===== src/verilog/ahb_defs.svh =====
`ifndef AHB_DEFS_SVH
`define AHB_DEFS_SVH

// ------------------------------
// bus widths
// ------------------------------
`define AHB_ADDR_W 32
`define AHB_DATA_W 32

// transfer length in bytes
`define XFER_CNT_W 16

// ------------------------------
// sram slave
// ------------------------------
`define SRAM_WORDS 4096

// lfsr start value, must be nonzero
`define SRAM_WAIT_SEED 16'hace1

`endif


===== src/verilog/ahb_pkg.sv =====
`default_nettype none

`include "ahb_defs.svh"

package ahb_pkg;

  // width types
  typedef logic [`AHB_ADDR_W-1:0] addr_t;
  typedef logic [`AHB_DATA_W-1:0] data_t;
  typedef logic [`XFER_CNT_W-1:0] byte_cnt_t;
  typedef logic [4:0]             beat_cnt_t;

  // ------------------------------
  // ahb encodings
  // ------------------------------
  typedef enum logic [1:0] {
    TRANS_IDLE   = 2'b00,
    TRANS_BUSY   = 2'b01,
    TRANS_NONSEQ = 2'b10,
    TRANS_SEQ    = 2'b11
  } htrans_e;

  // wrap types left out
  typedef enum logic [2:0] {
    BURST_SINGLE = 3'b000,
    BURST_INCR   = 3'b001,
    BURST_INCR4  = 3'b011,
    BURST_INCR8  = 3'b101,
    BURST_INCR16 = 3'b111
  } hburst_e;

  localparam logic [2:0] HSIZE_WORD = 3'b010;
  localparam logic       HRESP_OKAY = 1'b0;

  // ------------------------------
  // bundles
  // ------------------------------
  typedef struct packed {
    addr_t     start_addr;
    byte_cnt_t byte_cnt;
    logic      wr;
  } xfer_cmd_t;

  typedef struct packed {
    addr_t      haddr;
    data_t      hwdata;
    logic       hwrite;
    logic [2:0] hsize;
    hburst_e    hburst;
    htrans_e    htrans;
  } ahb_req_t;

  typedef struct packed {
    data_t hrdata;
    logic  hready;
    logic  hresp;
  } ahb_rsp_t;

  typedef enum logic [2:0] {
    ST_IDLE,
    ST_ADDR,
    ST_BURST,
    ST_DRAIN,
    ST_DONE
  } master_state_e;

endpackage

`default_nettype wire


===== src/verilog/burst_planner.sv =====
`default_nettype none
`timescale 1ns/1ns

module burst_planner
  import ahb_pkg::*;
(
  input  addr_t     addr,
  input  byte_cnt_t words_left,
  output hburst_e   burst,
  output beat_cnt_t beats
);

  // words before the next 1 KB boundary, 1 to 256
  logic [8:0] room;
  logic       fit16;
  logic       fit8;
  logic       fit4;

  assign room = 9'd256 - {1'b0, addr[9:2]};

  // ------------------------------
  // size checks
  // ------------------------------
  assign fit16 = (words_left >= byte_cnt_t'(16)) && (room >= 9'd16);
  assign fit8  = (words_left >= byte_cnt_t'(8))  && (room >= 9'd8);
  assign fit4  = (words_left >= byte_cnt_t'(4))  && (room >= 9'd4);

  // largest burst that fits both limits
  always_comb begin
    if (fit16) begin
      burst = BURST_INCR16;
      beats = beat_cnt_t'(16);
    end else if (fit8) begin
      burst = BURST_INCR8;
      beats = beat_cnt_t'(8);
    end else if (fit4) begin
      burst = BURST_INCR4;
      beats = beat_cnt_t'(4);
    end else begin
      // one word left, or boundary close
      burst = BURST_SINGLE;
      beats = beat_cnt_t'(1);
    end
  end

endmodule

`default_nettype wire


===== src/verilog/ahb_burst_master.sv =====
`default_nettype none
`timescale 1ns/1ns

module ahb_burst_master
  import ahb_pkg::*;
(
  input  logic      clk,
  input  logic      rst,
  input  xfer_cmd_t cmd,
  input  logic      req,
  output logic      req_ack,
  output logic      done,
  input  data_t     wdata,
  output logic      wdata_ready,
  output data_t     rdata,
  output logic      rdata_valid,
  output ahb_req_t  bus_req,
  input  ahb_rsp_t  bus_rsp
);

  master_state_e state_q;

  // latched command, advanced per beat
  addr_t     addr_q;
  byte_cnt_t words_q;
  logic      wr_q;
  beat_cnt_t beats_left_q;

  // registered address phase
  addr_t   haddr_q;
  htrans_e htrans_q;
  hburst_e hburst_q;
  logic    hwrite_q;
  data_t   hwdata_q;

  // outstanding data phase
  logic dphase_q;
  logic dphase_wr_q;

  logic  req_ack_q;
  logic  done_q;
  logic  rvalid_q;
  data_t rdata_q;

  hburst_e   plan_burst;
  beat_cnt_t plan_beats;
  logic      addr_busy;
  logic      rd_done;

  burst_planner u_planner (
    .addr       (addr_q),
    .words_left (words_q),
    .burst      (plan_burst),
    .beats      (plan_beats)
  );

  assign addr_busy   = (htrans_q == TRANS_NONSEQ) || (htrans_q == TRANS_SEQ);
  assign wdata_ready = dphase_q && dphase_wr_q && bus_rsp.hready;
  assign rd_done     = dphase_q && !dphase_wr_q && bus_rsp.hready;

  // ------------------------------
  // command fsm and address phase
  // ------------------------------
  always_ff @(posedge clk or negedge rst) begin
    if (!rst) begin
      state_q      <= ST_IDLE;
      addr_q       <= '0;
      words_q      <= '0;
      wr_q         <= 1'b0;
      beats_left_q <= '0;
      haddr_q      <= '0;
      htrans_q     <= TRANS_IDLE;
      hburst_q     <= BURST_SINGLE;
      hwrite_q     <= 1'b0;
      dphase_q     <= 1'b0;
      dphase_wr_q  <= 1'b0;
      req_ack_q    <= 1'b0;
      done_q       <= 1'b0;
      rvalid_q     <= 1'b0;
    end else begin
      req_ack_q <= 1'b0;
      done_q    <= 1'b0;
      rvalid_q  <= rd_done;
      // address phase moves into data phase
      if (bus_rsp.hready) begin
        dphase_q    <= addr_busy;
        dphase_wr_q <= hwrite_q;
      end
      case (state_q)
        ST_IDLE: begin
          if (req) begin
            addr_q    <= cmd.start_addr;
            words_q   <= cmd.byte_cnt >> 2;
            wr_q      <= cmd.wr;
            req_ack_q <= 1'b1;
            state_q   <= ST_ADDR;
          end
        end
        ST_ADDR: begin
          if (bus_rsp.hready) begin
            htrans_q     <= TRANS_NONSEQ;
            haddr_q      <= addr_q;
            hburst_q     <= plan_burst;
            hwrite_q     <= wr_q;
            addr_q       <= addr_q + addr_t'(4);
            words_q      <= words_q - 1'b1;
            beats_left_q <= plan_beats - 1'b1;
            if (plan_beats != beat_cnt_t'(1)) begin
              state_q <= ST_BURST;
            end else if (words_q == byte_cnt_t'(1)) begin
              state_q <= ST_DRAIN;
            end
          end
        end
        ST_BURST: begin
          if (bus_rsp.hready) begin
            htrans_q     <= TRANS_SEQ;
            haddr_q      <= addr_q;
            addr_q       <= addr_q + addr_t'(4);
            words_q      <= words_q - 1'b1;
            beats_left_q <= beats_left_q - 1'b1;
            if (beats_left_q == beat_cnt_t'(1)) begin
              state_q <= (words_q == byte_cnt_t'(1)) ? ST_DRAIN : ST_ADDR;
            end
          end
        end
        ST_DRAIN: begin
          if (bus_rsp.hready) begin
            htrans_q <= TRANS_IDLE;
            // last data phase finishing now
            if (dphase_q && !addr_busy) begin
              state_q <= ST_DONE;
            end
          end
        end
        ST_DONE: begin
          done_q  <= 1'b1;
          state_q <= ST_IDLE;
        end
        default: state_q <= ST_IDLE;
      endcase
    end
  end

  // write word for the beat entering its data phase, read word capture
  always_ff @(posedge clk) begin
    if (bus_rsp.hready && addr_busy && hwrite_q) begin
      hwdata_q <= wdata;
    end
    if (rd_done) begin
      rdata_q <= bus_rsp.hrdata;
    end
  end

  always_comb begin
    bus_req.haddr  = haddr_q;
    bus_req.hwdata = hwdata_q;
    bus_req.hwrite = hwrite_q;
    bus_req.hsize  = HSIZE_WORD;
    bus_req.hburst = hburst_q;
    bus_req.htrans = htrans_q;
  end

  assign req_ack     = req_ack_q;
  assign done        = done_q;
  assign rdata       = rdata_q;
  assign rdata_valid = rvalid_q;

endmodule

`default_nettype wire


===== config.mk =====
export PLATFORM = sky130hd
export DESIGN_NAME = ahb_burst_master
export DESIGN_NICKNAME = d
export VERILOG_FILES = /design/src/verilog/ahb_pkg.sv /design/src/verilog/burst_planner.sv /design/src/verilog/ahb_burst_master.sv
export VERILOG_INCLUDE_DIRS = /design/src /design/src/verilog
export SDC_FILE = /design/constraint.sdc
export NUM_CORES = 1
export LEC_CHECK = 0
export BUFFER_PORTS_ARGS = -buffer_cell sky130_fd_sc_hd__buf_2
export CORE_MARGIN = 2
export CORE_UTILIZATION = 55
export CTS_CLUSTER_DIAMETER = 60
export CTS_CLUSTER_SIZE = 20
export DETAILED_ROUTE_END_ITERATION = 16
export PLACE_DENSITY = 0.85
export SYNTH_ARGS = -nofsm -noshare
export SYNTH_HDL_FRONTEND = slang
export SYNTH_SLANG_ARGS = --single-unit

===== constraint.sdc =====
create_clock -name clk -period 5.17 [get_ports clk]
set_input_delay 0.517 -clock clk [delete_from_list [all_inputs] [get_ports clk]]
set_output_delay 0.517 -clock clk [all_outputs]
set_load 0.05 [all_outputs]

==> impl_metrics.prom <==
# TYPE chip_impl_metric gauge
chip_impl_metric{name="clock_edge_transition_at_the_registers_on_the_reported_setup_and_hold_paths",unit="ns"} 0.07
chip_impl_metric{name="io_pins",unit=""} 227
chip_impl_info{name="root_buf_cell",value="sky130_fd_sc_hd__clkbuf_16"} 1
chip_impl_metric{name="max_freq",unit="MHz"} 369
chip_impl_info{name="critical_path.startpoint_type",value="register"} 1
chip_impl_metric{name="post_synth_num_cell_types",unit=""} 62
chip_impl_metric{name="worstPathMaxFanout",unit=""} 51
chip_impl_info{name="crit_path_cell_trace",value="xnor2_1 > nor2_4 > buf_4 > nand2_1 > o22ai_1 > a2bb2oi_1"} 1
chip_impl_info{name="outcome",value="completed"} 1
chip_impl_metric{name="route.antenna.remaining_nets",unit=""} 0
chip_impl_metric{name="preCtsSetupSlack",unit="ns"} 2.48
chip_impl_info{name="critical_path_class",value="register to register"} 1
chip_impl_metric{name="cts-root-to-sink-buffers",unit=""} 2
chip_impl_info{name="worst_setup_path_end_kind",value="register"} 1
chip_impl_metric{name="peakVddDrop",unit="µV"} 403
chip_impl_metric{name="leakage_power_figure",unit="nW"} 4.04
chip_impl_metric{name="core",unit="µm²"} 12700
chip_impl_metric{name="setup_tns",unit="ns"} 0
chip_impl_metric{name="maxCapViolations",unit=""} 0
chip_impl_metric{name="critPathRequiredTime",unit="ns"} 5.45
chip_impl_metric{name="globalRouteOverflowTotal",unit=""} 0
chip_impl_metric{name="edff_count_synth",unit=""} 64
chip_impl_info{name="global_route.peak_usage_layer",value="met2"} 1
chip_impl_metric{name="floorplan.initialDensity",unit="%"} 56.8
chip_impl_metric{name="design.die.area",unit="µm²"} 14000
chip_impl_metric{name="route.detailed.drc",unit=""} 0
chip_impl_info{name="post-synth-top-area-cell",value="sky130_fd_sc_hd__dfrtp_1"} 1
chip_impl_metric{name="dr_total_vias",unit=""} 6045
chip_impl_metric{name="routed_wl",unit="mm"} 18.6
chip_impl_info{name="leading_register_cell_type_out_of_synthesis",value="sky130_fd_sc_hd__dfrtp_1"} 1
chip_impl_info{name="crit_path_top_delay_cell",value="sky130_fd_sc_hd__nor2_4"} 1
chip_impl_metric{name="timing.final.ws_setup",unit="ns"} 2.46
chip_impl_metric{name="worst_tran_pin_value",unit="ns"} 1.13
chip_impl_metric{name="grt_usage",unit="%"} 26.9
chip_impl_metric{name="first_pass_grt_wire_length",unit="mm"} 29.4
chip_impl_metric{name="crit_arrival",unit="ns"} 2.99
chip_impl_metric{name="power-per-cell-area",unit="nW/µm²"} 733
chip_impl_metric{name="die-height",unit="µm"} 118
chip_impl_metric{name="ys_warn_count",unit=""} 0
chip_impl_metric{name="largest_stage_delay_worst_path",unit="ns"} 0.80
chip_impl_metric{name="final_layout_size_suffix_gt1_share",unit="%"} 31.5
chip_impl_info{name="synth.area.top_cells",value="sky130_fd_sc_hd__dfrtp_1 (35%), sky130_fd_sc_hd__edfxtp_1 (27%), sky130_fd_sc_hd__nand2_1 (6.8%), sky130_fd_sc_hd__a21oi_1 (3.1%), sky130_fd_sc_hd__o21ai_0 (2.4%)"} 1
chip_impl_info{name="cp_top_family",value="simple AND/OR/NAND/NOR gates"} 1
chip_impl_metric{name="tritoncts_num_sinks",unit=""} 164
chip_impl_metric{name="maxSlewHeadroom",unit="%"} 24.4
chip_impl_metric{name="via_per_inst",unit=""} 5.67
chip_impl_metric{name="avgSynthCellArea",unit="µm²"} 10.6
chip_impl_metric{name="finalHoldViolations",unit=""} 0
chip_impl_metric{name="critical_path_buf_inv_count",unit=""} 1
chip_impl_metric{name="grt_util_met1",unit="%"} 36.0
chip_impl_metric{name="fin_crit_sh",unit="%"} 52.4
chip_impl_metric{name="yosys_register_bits",unit=""} 164
chip_impl_metric{name="setup_viol",unit=""} 0
chip_impl_metric{name="drt_first_pass_iters",unit=""} 5
chip_impl_metric{name="detail_route.iter0.violations",unit=""} 627
chip_impl_metric{name="clock-skew-final",unit="ns"} 0.00682
chip_impl_metric{name="antenna_cells_inserted",unit=""} 0
chip_impl_metric{name="area.growth.synth_to_final",unit="%"} 25.0
chip_impl_metric{name="detailedPlacementHpwl",unit="mm"} 13.2
chip_impl_metric{name="syn_area",unit="µm²"} 7190
chip_impl_metric{name="cts.htree.levels",unit=""} 4
chip_impl_metric{name="gpl_wtd_cong",unit=""} 0.837
chip_impl_metric{name="cts_repair_resize_count",unit=""} 0
chip_impl_metric{name="antenna_found_initial",unit=""} 1
chip_impl_metric{name="seq_area_frac_synth",unit="%"} 61.5
chip_impl_metric{name="pin_count_of_the_biggest_net_entering_global_routing",unit=""} 64
chip_impl_info{name="cts_tree",value="built"} 1
chip_impl_metric{name="ys_async_sr_fraction",unit="%"} 61.0
chip_impl_info{name="hp-class",value="input port to async pin"} 1
chip_impl_metric{name="routedWlPerCell",unit="µm"} 17.5
chip_impl_metric{name="instance_count_of_the_mapped_netlist",unit=""} 676
chip_impl_metric{name="numCtsBuffers",unit=""} 17
chip_impl_metric{name="clk-insertion-delay-late",unit="ns"} 0.42
chip_impl_metric{name="first_global_vias",unit=""} 5598
chip_impl_metric{name="post_cts_buffers",unit=""} 0
chip_impl_metric{name="finalMaxSlewViolations",unit=""} 0
chip_impl_metric{name="cts_hold_buf",unit=""} 0
chip_impl_metric{name="numPortBuffers",unit=""} 220
chip_impl_metric{name="core.rowCount",unit=""} 41
chip_impl_metric{name="die_w",unit="µm"} 118
chip_impl_metric{name="grt_util_met3",unit="%"} 6.66
chip_impl_metric{name="fin_crit",unit="ns"} 2.71
chip_impl_info{name="grt_setup_unrepaired",value="false"} 1
chip_impl_metric{name="final_nets",unit=""} 1008
chip_impl_metric{name="grt_met2_use",unit="%"} 43.4
chip_impl_metric{name="synth.top_cell.area_share",unit="%"} 34.8
-- registers in the layout, summed over array words and instances, names as in the netlist, 2 cells and up --
name and count:
words_q 16, hburst_q 3, state_q 3, haddr_q 32, addr_q 32, rdata 32
htrans_q 2, hwdata_q 32, beats_left_q 5
-- cells in the mapped netlist, types with 4 or more instances --
cell type,number
sky130_fd_sc_hd__nand2_1,131
sky130_fd_sc_hd__dfrtp_1,100
sky130_fd_sc_hd__edfxtp_1,64
sky130_fd_sc_hd__a21oi_1,44
sky130_fd_sc_hd__nor2_1,43
sky130_fd_sc_hd__o21ai_0,34
sky130_fd_sc_hd__clkbuf_1,28
sky130_fd_sc_hd__nand3_1,28
sky130_fd_sc_hd__inv_1,17
sky130_fd_sc_hd__o22ai_1,16
sky130_fd_sc_hd__a2bb2oi_1,14
sky130_fd_sc_hd__nand4_1,14
sky130_fd_sc_hd__buf_2,11
sky130_fd_sc_hd__a31oi_1,10
sky130_fd_sc_hd__and3_1,9
sky130_fd_sc_hd__nor3_1,9
sky130_fd_sc_hd__ha_1,8
sky130_fd_sc_hd__nor4_1,8
sky130_fd_sc_hd__mux2_2,5
sky130_fd_sc_hd__o211ai_1,5
sky130_fd_sc_hd__o22a_1,5
sky130_fd_sc_hd__a22oi_1,4
sky130_fd_sc_hd__buf_4,4
sky130_fd_sc_hd__nand2b_1,4
sky130_fd_sc_hd__xnor2_1,4
-- power by group --
group,internal (mW),total (mW),switching [mW]
combinational,0.929,3.09,2.16
sequential,1.85,2.25,0.407
clock,0.715,1.24,0.524
-- worst register-to-register path: cells and delay by family, from the launching register on --
kind	cells	cell delay, ns
DFF	1	0.70
buffers and inverters	1	0.42
xor gates and xnor gates	1	0.27
AOI/OAI and AO/OA	2	0.24
and+or+nand+nor	2	0.93
-- final cells by class --
type / count / area [µm²]
flip-flops and latches: 164 / 4420
fillers: 980 / 3680
multi-input cells: 453 / 2530
repair buffers: 229 / 1170
clock buffers: 18 / 429
well taps: 172 / 215
clock inverters: 14 / 151
inverters: 17 / 63.8
-- kinds of logic after synthesis --
kind of cell | Yosys count | share of synthesized area, %
AOI/OAI and AO/OA | 159 | 14.2
muxes | 7 | 1.06
and+or+nand+nor | 271 | 17.6
buffers and inverters | 60 | 3.53
other | 2 | 0.104
xor gates and xnor gates | 5 | 0.609
DFF | 164 | 61.5
adders and majority gates | 8 | 1.39
-- placed cells by master, fill, tap and decap left out, drive strengths merged, types with 16 or more instances in the layout --
| master | Yosys | routed |
|---|---|---|
| a21oi | 45 | 45 |
| buf | 15 | 229 |
| clkbuf | 28 | 18 |
| dfrtp | 100 | 100 |
| edfxtp | 64 | 64 |
| inv | 17 | 21 |
| nand2 | 131 | 131 |
| nand3 | 29 | 29 |
| nor2 | 44 | 44 |
| o21ai | 35 | 35 |
| o22ai | 16 | 16 |
-- final timing paths --
kind                                   from          end  slack, ns  cells past startpoint
worst max-delay path             state_q[1]   addr_q[10]       2.46                      6
worst min-delay path                    rst  haddr_q[16]       0.19                      1
worst max register to register   state_q[1]   addr_q[10]       2.46                      6
worst min register to register  haddr_q[22]  haddr_q[22]       0.47                      2
max in group asynchronous               rst    addr_q[6]       3.98                      2
min in group clk                bus_rsp[32]    rdata[30]       0.27                      1
-- layer usage --
| layer | wire length [µm] | part of all wire (%) | vias up |
|---|---|---|---|
| li1 | - | - | 2853 |
| met5 | 0 | 0 | - |
| met1 | 7700 | 41 | 2861 |
| met2 | 9020 | 48 | 296 |
| met3 | 1500 | 8.0 | 35 |
| met4 | 411 | 2.2 | 0 |
-- metrics by stage --
step | total power, mW | utilization, % | hold slack (ns) | instances | cell area [µm²]
floorplan | 4.61 | - | 0.221 | 677 | 7200
global placement | 5.26 | 66.4 | 0.441 | 1035 | 8410
detailed placement | 5.34 | 66.4 | 0.458 | 1035 | 8410
CTS | 6.59 | 70.9 | 0.214 | 1067 | 8990
global route | 7.02 | 70.9 | 0.253 | 1067 | 8990
finish | 6.59 | 70.9 | 0.188 | 1067 | 8990
(Power assumes the default switching activity.)
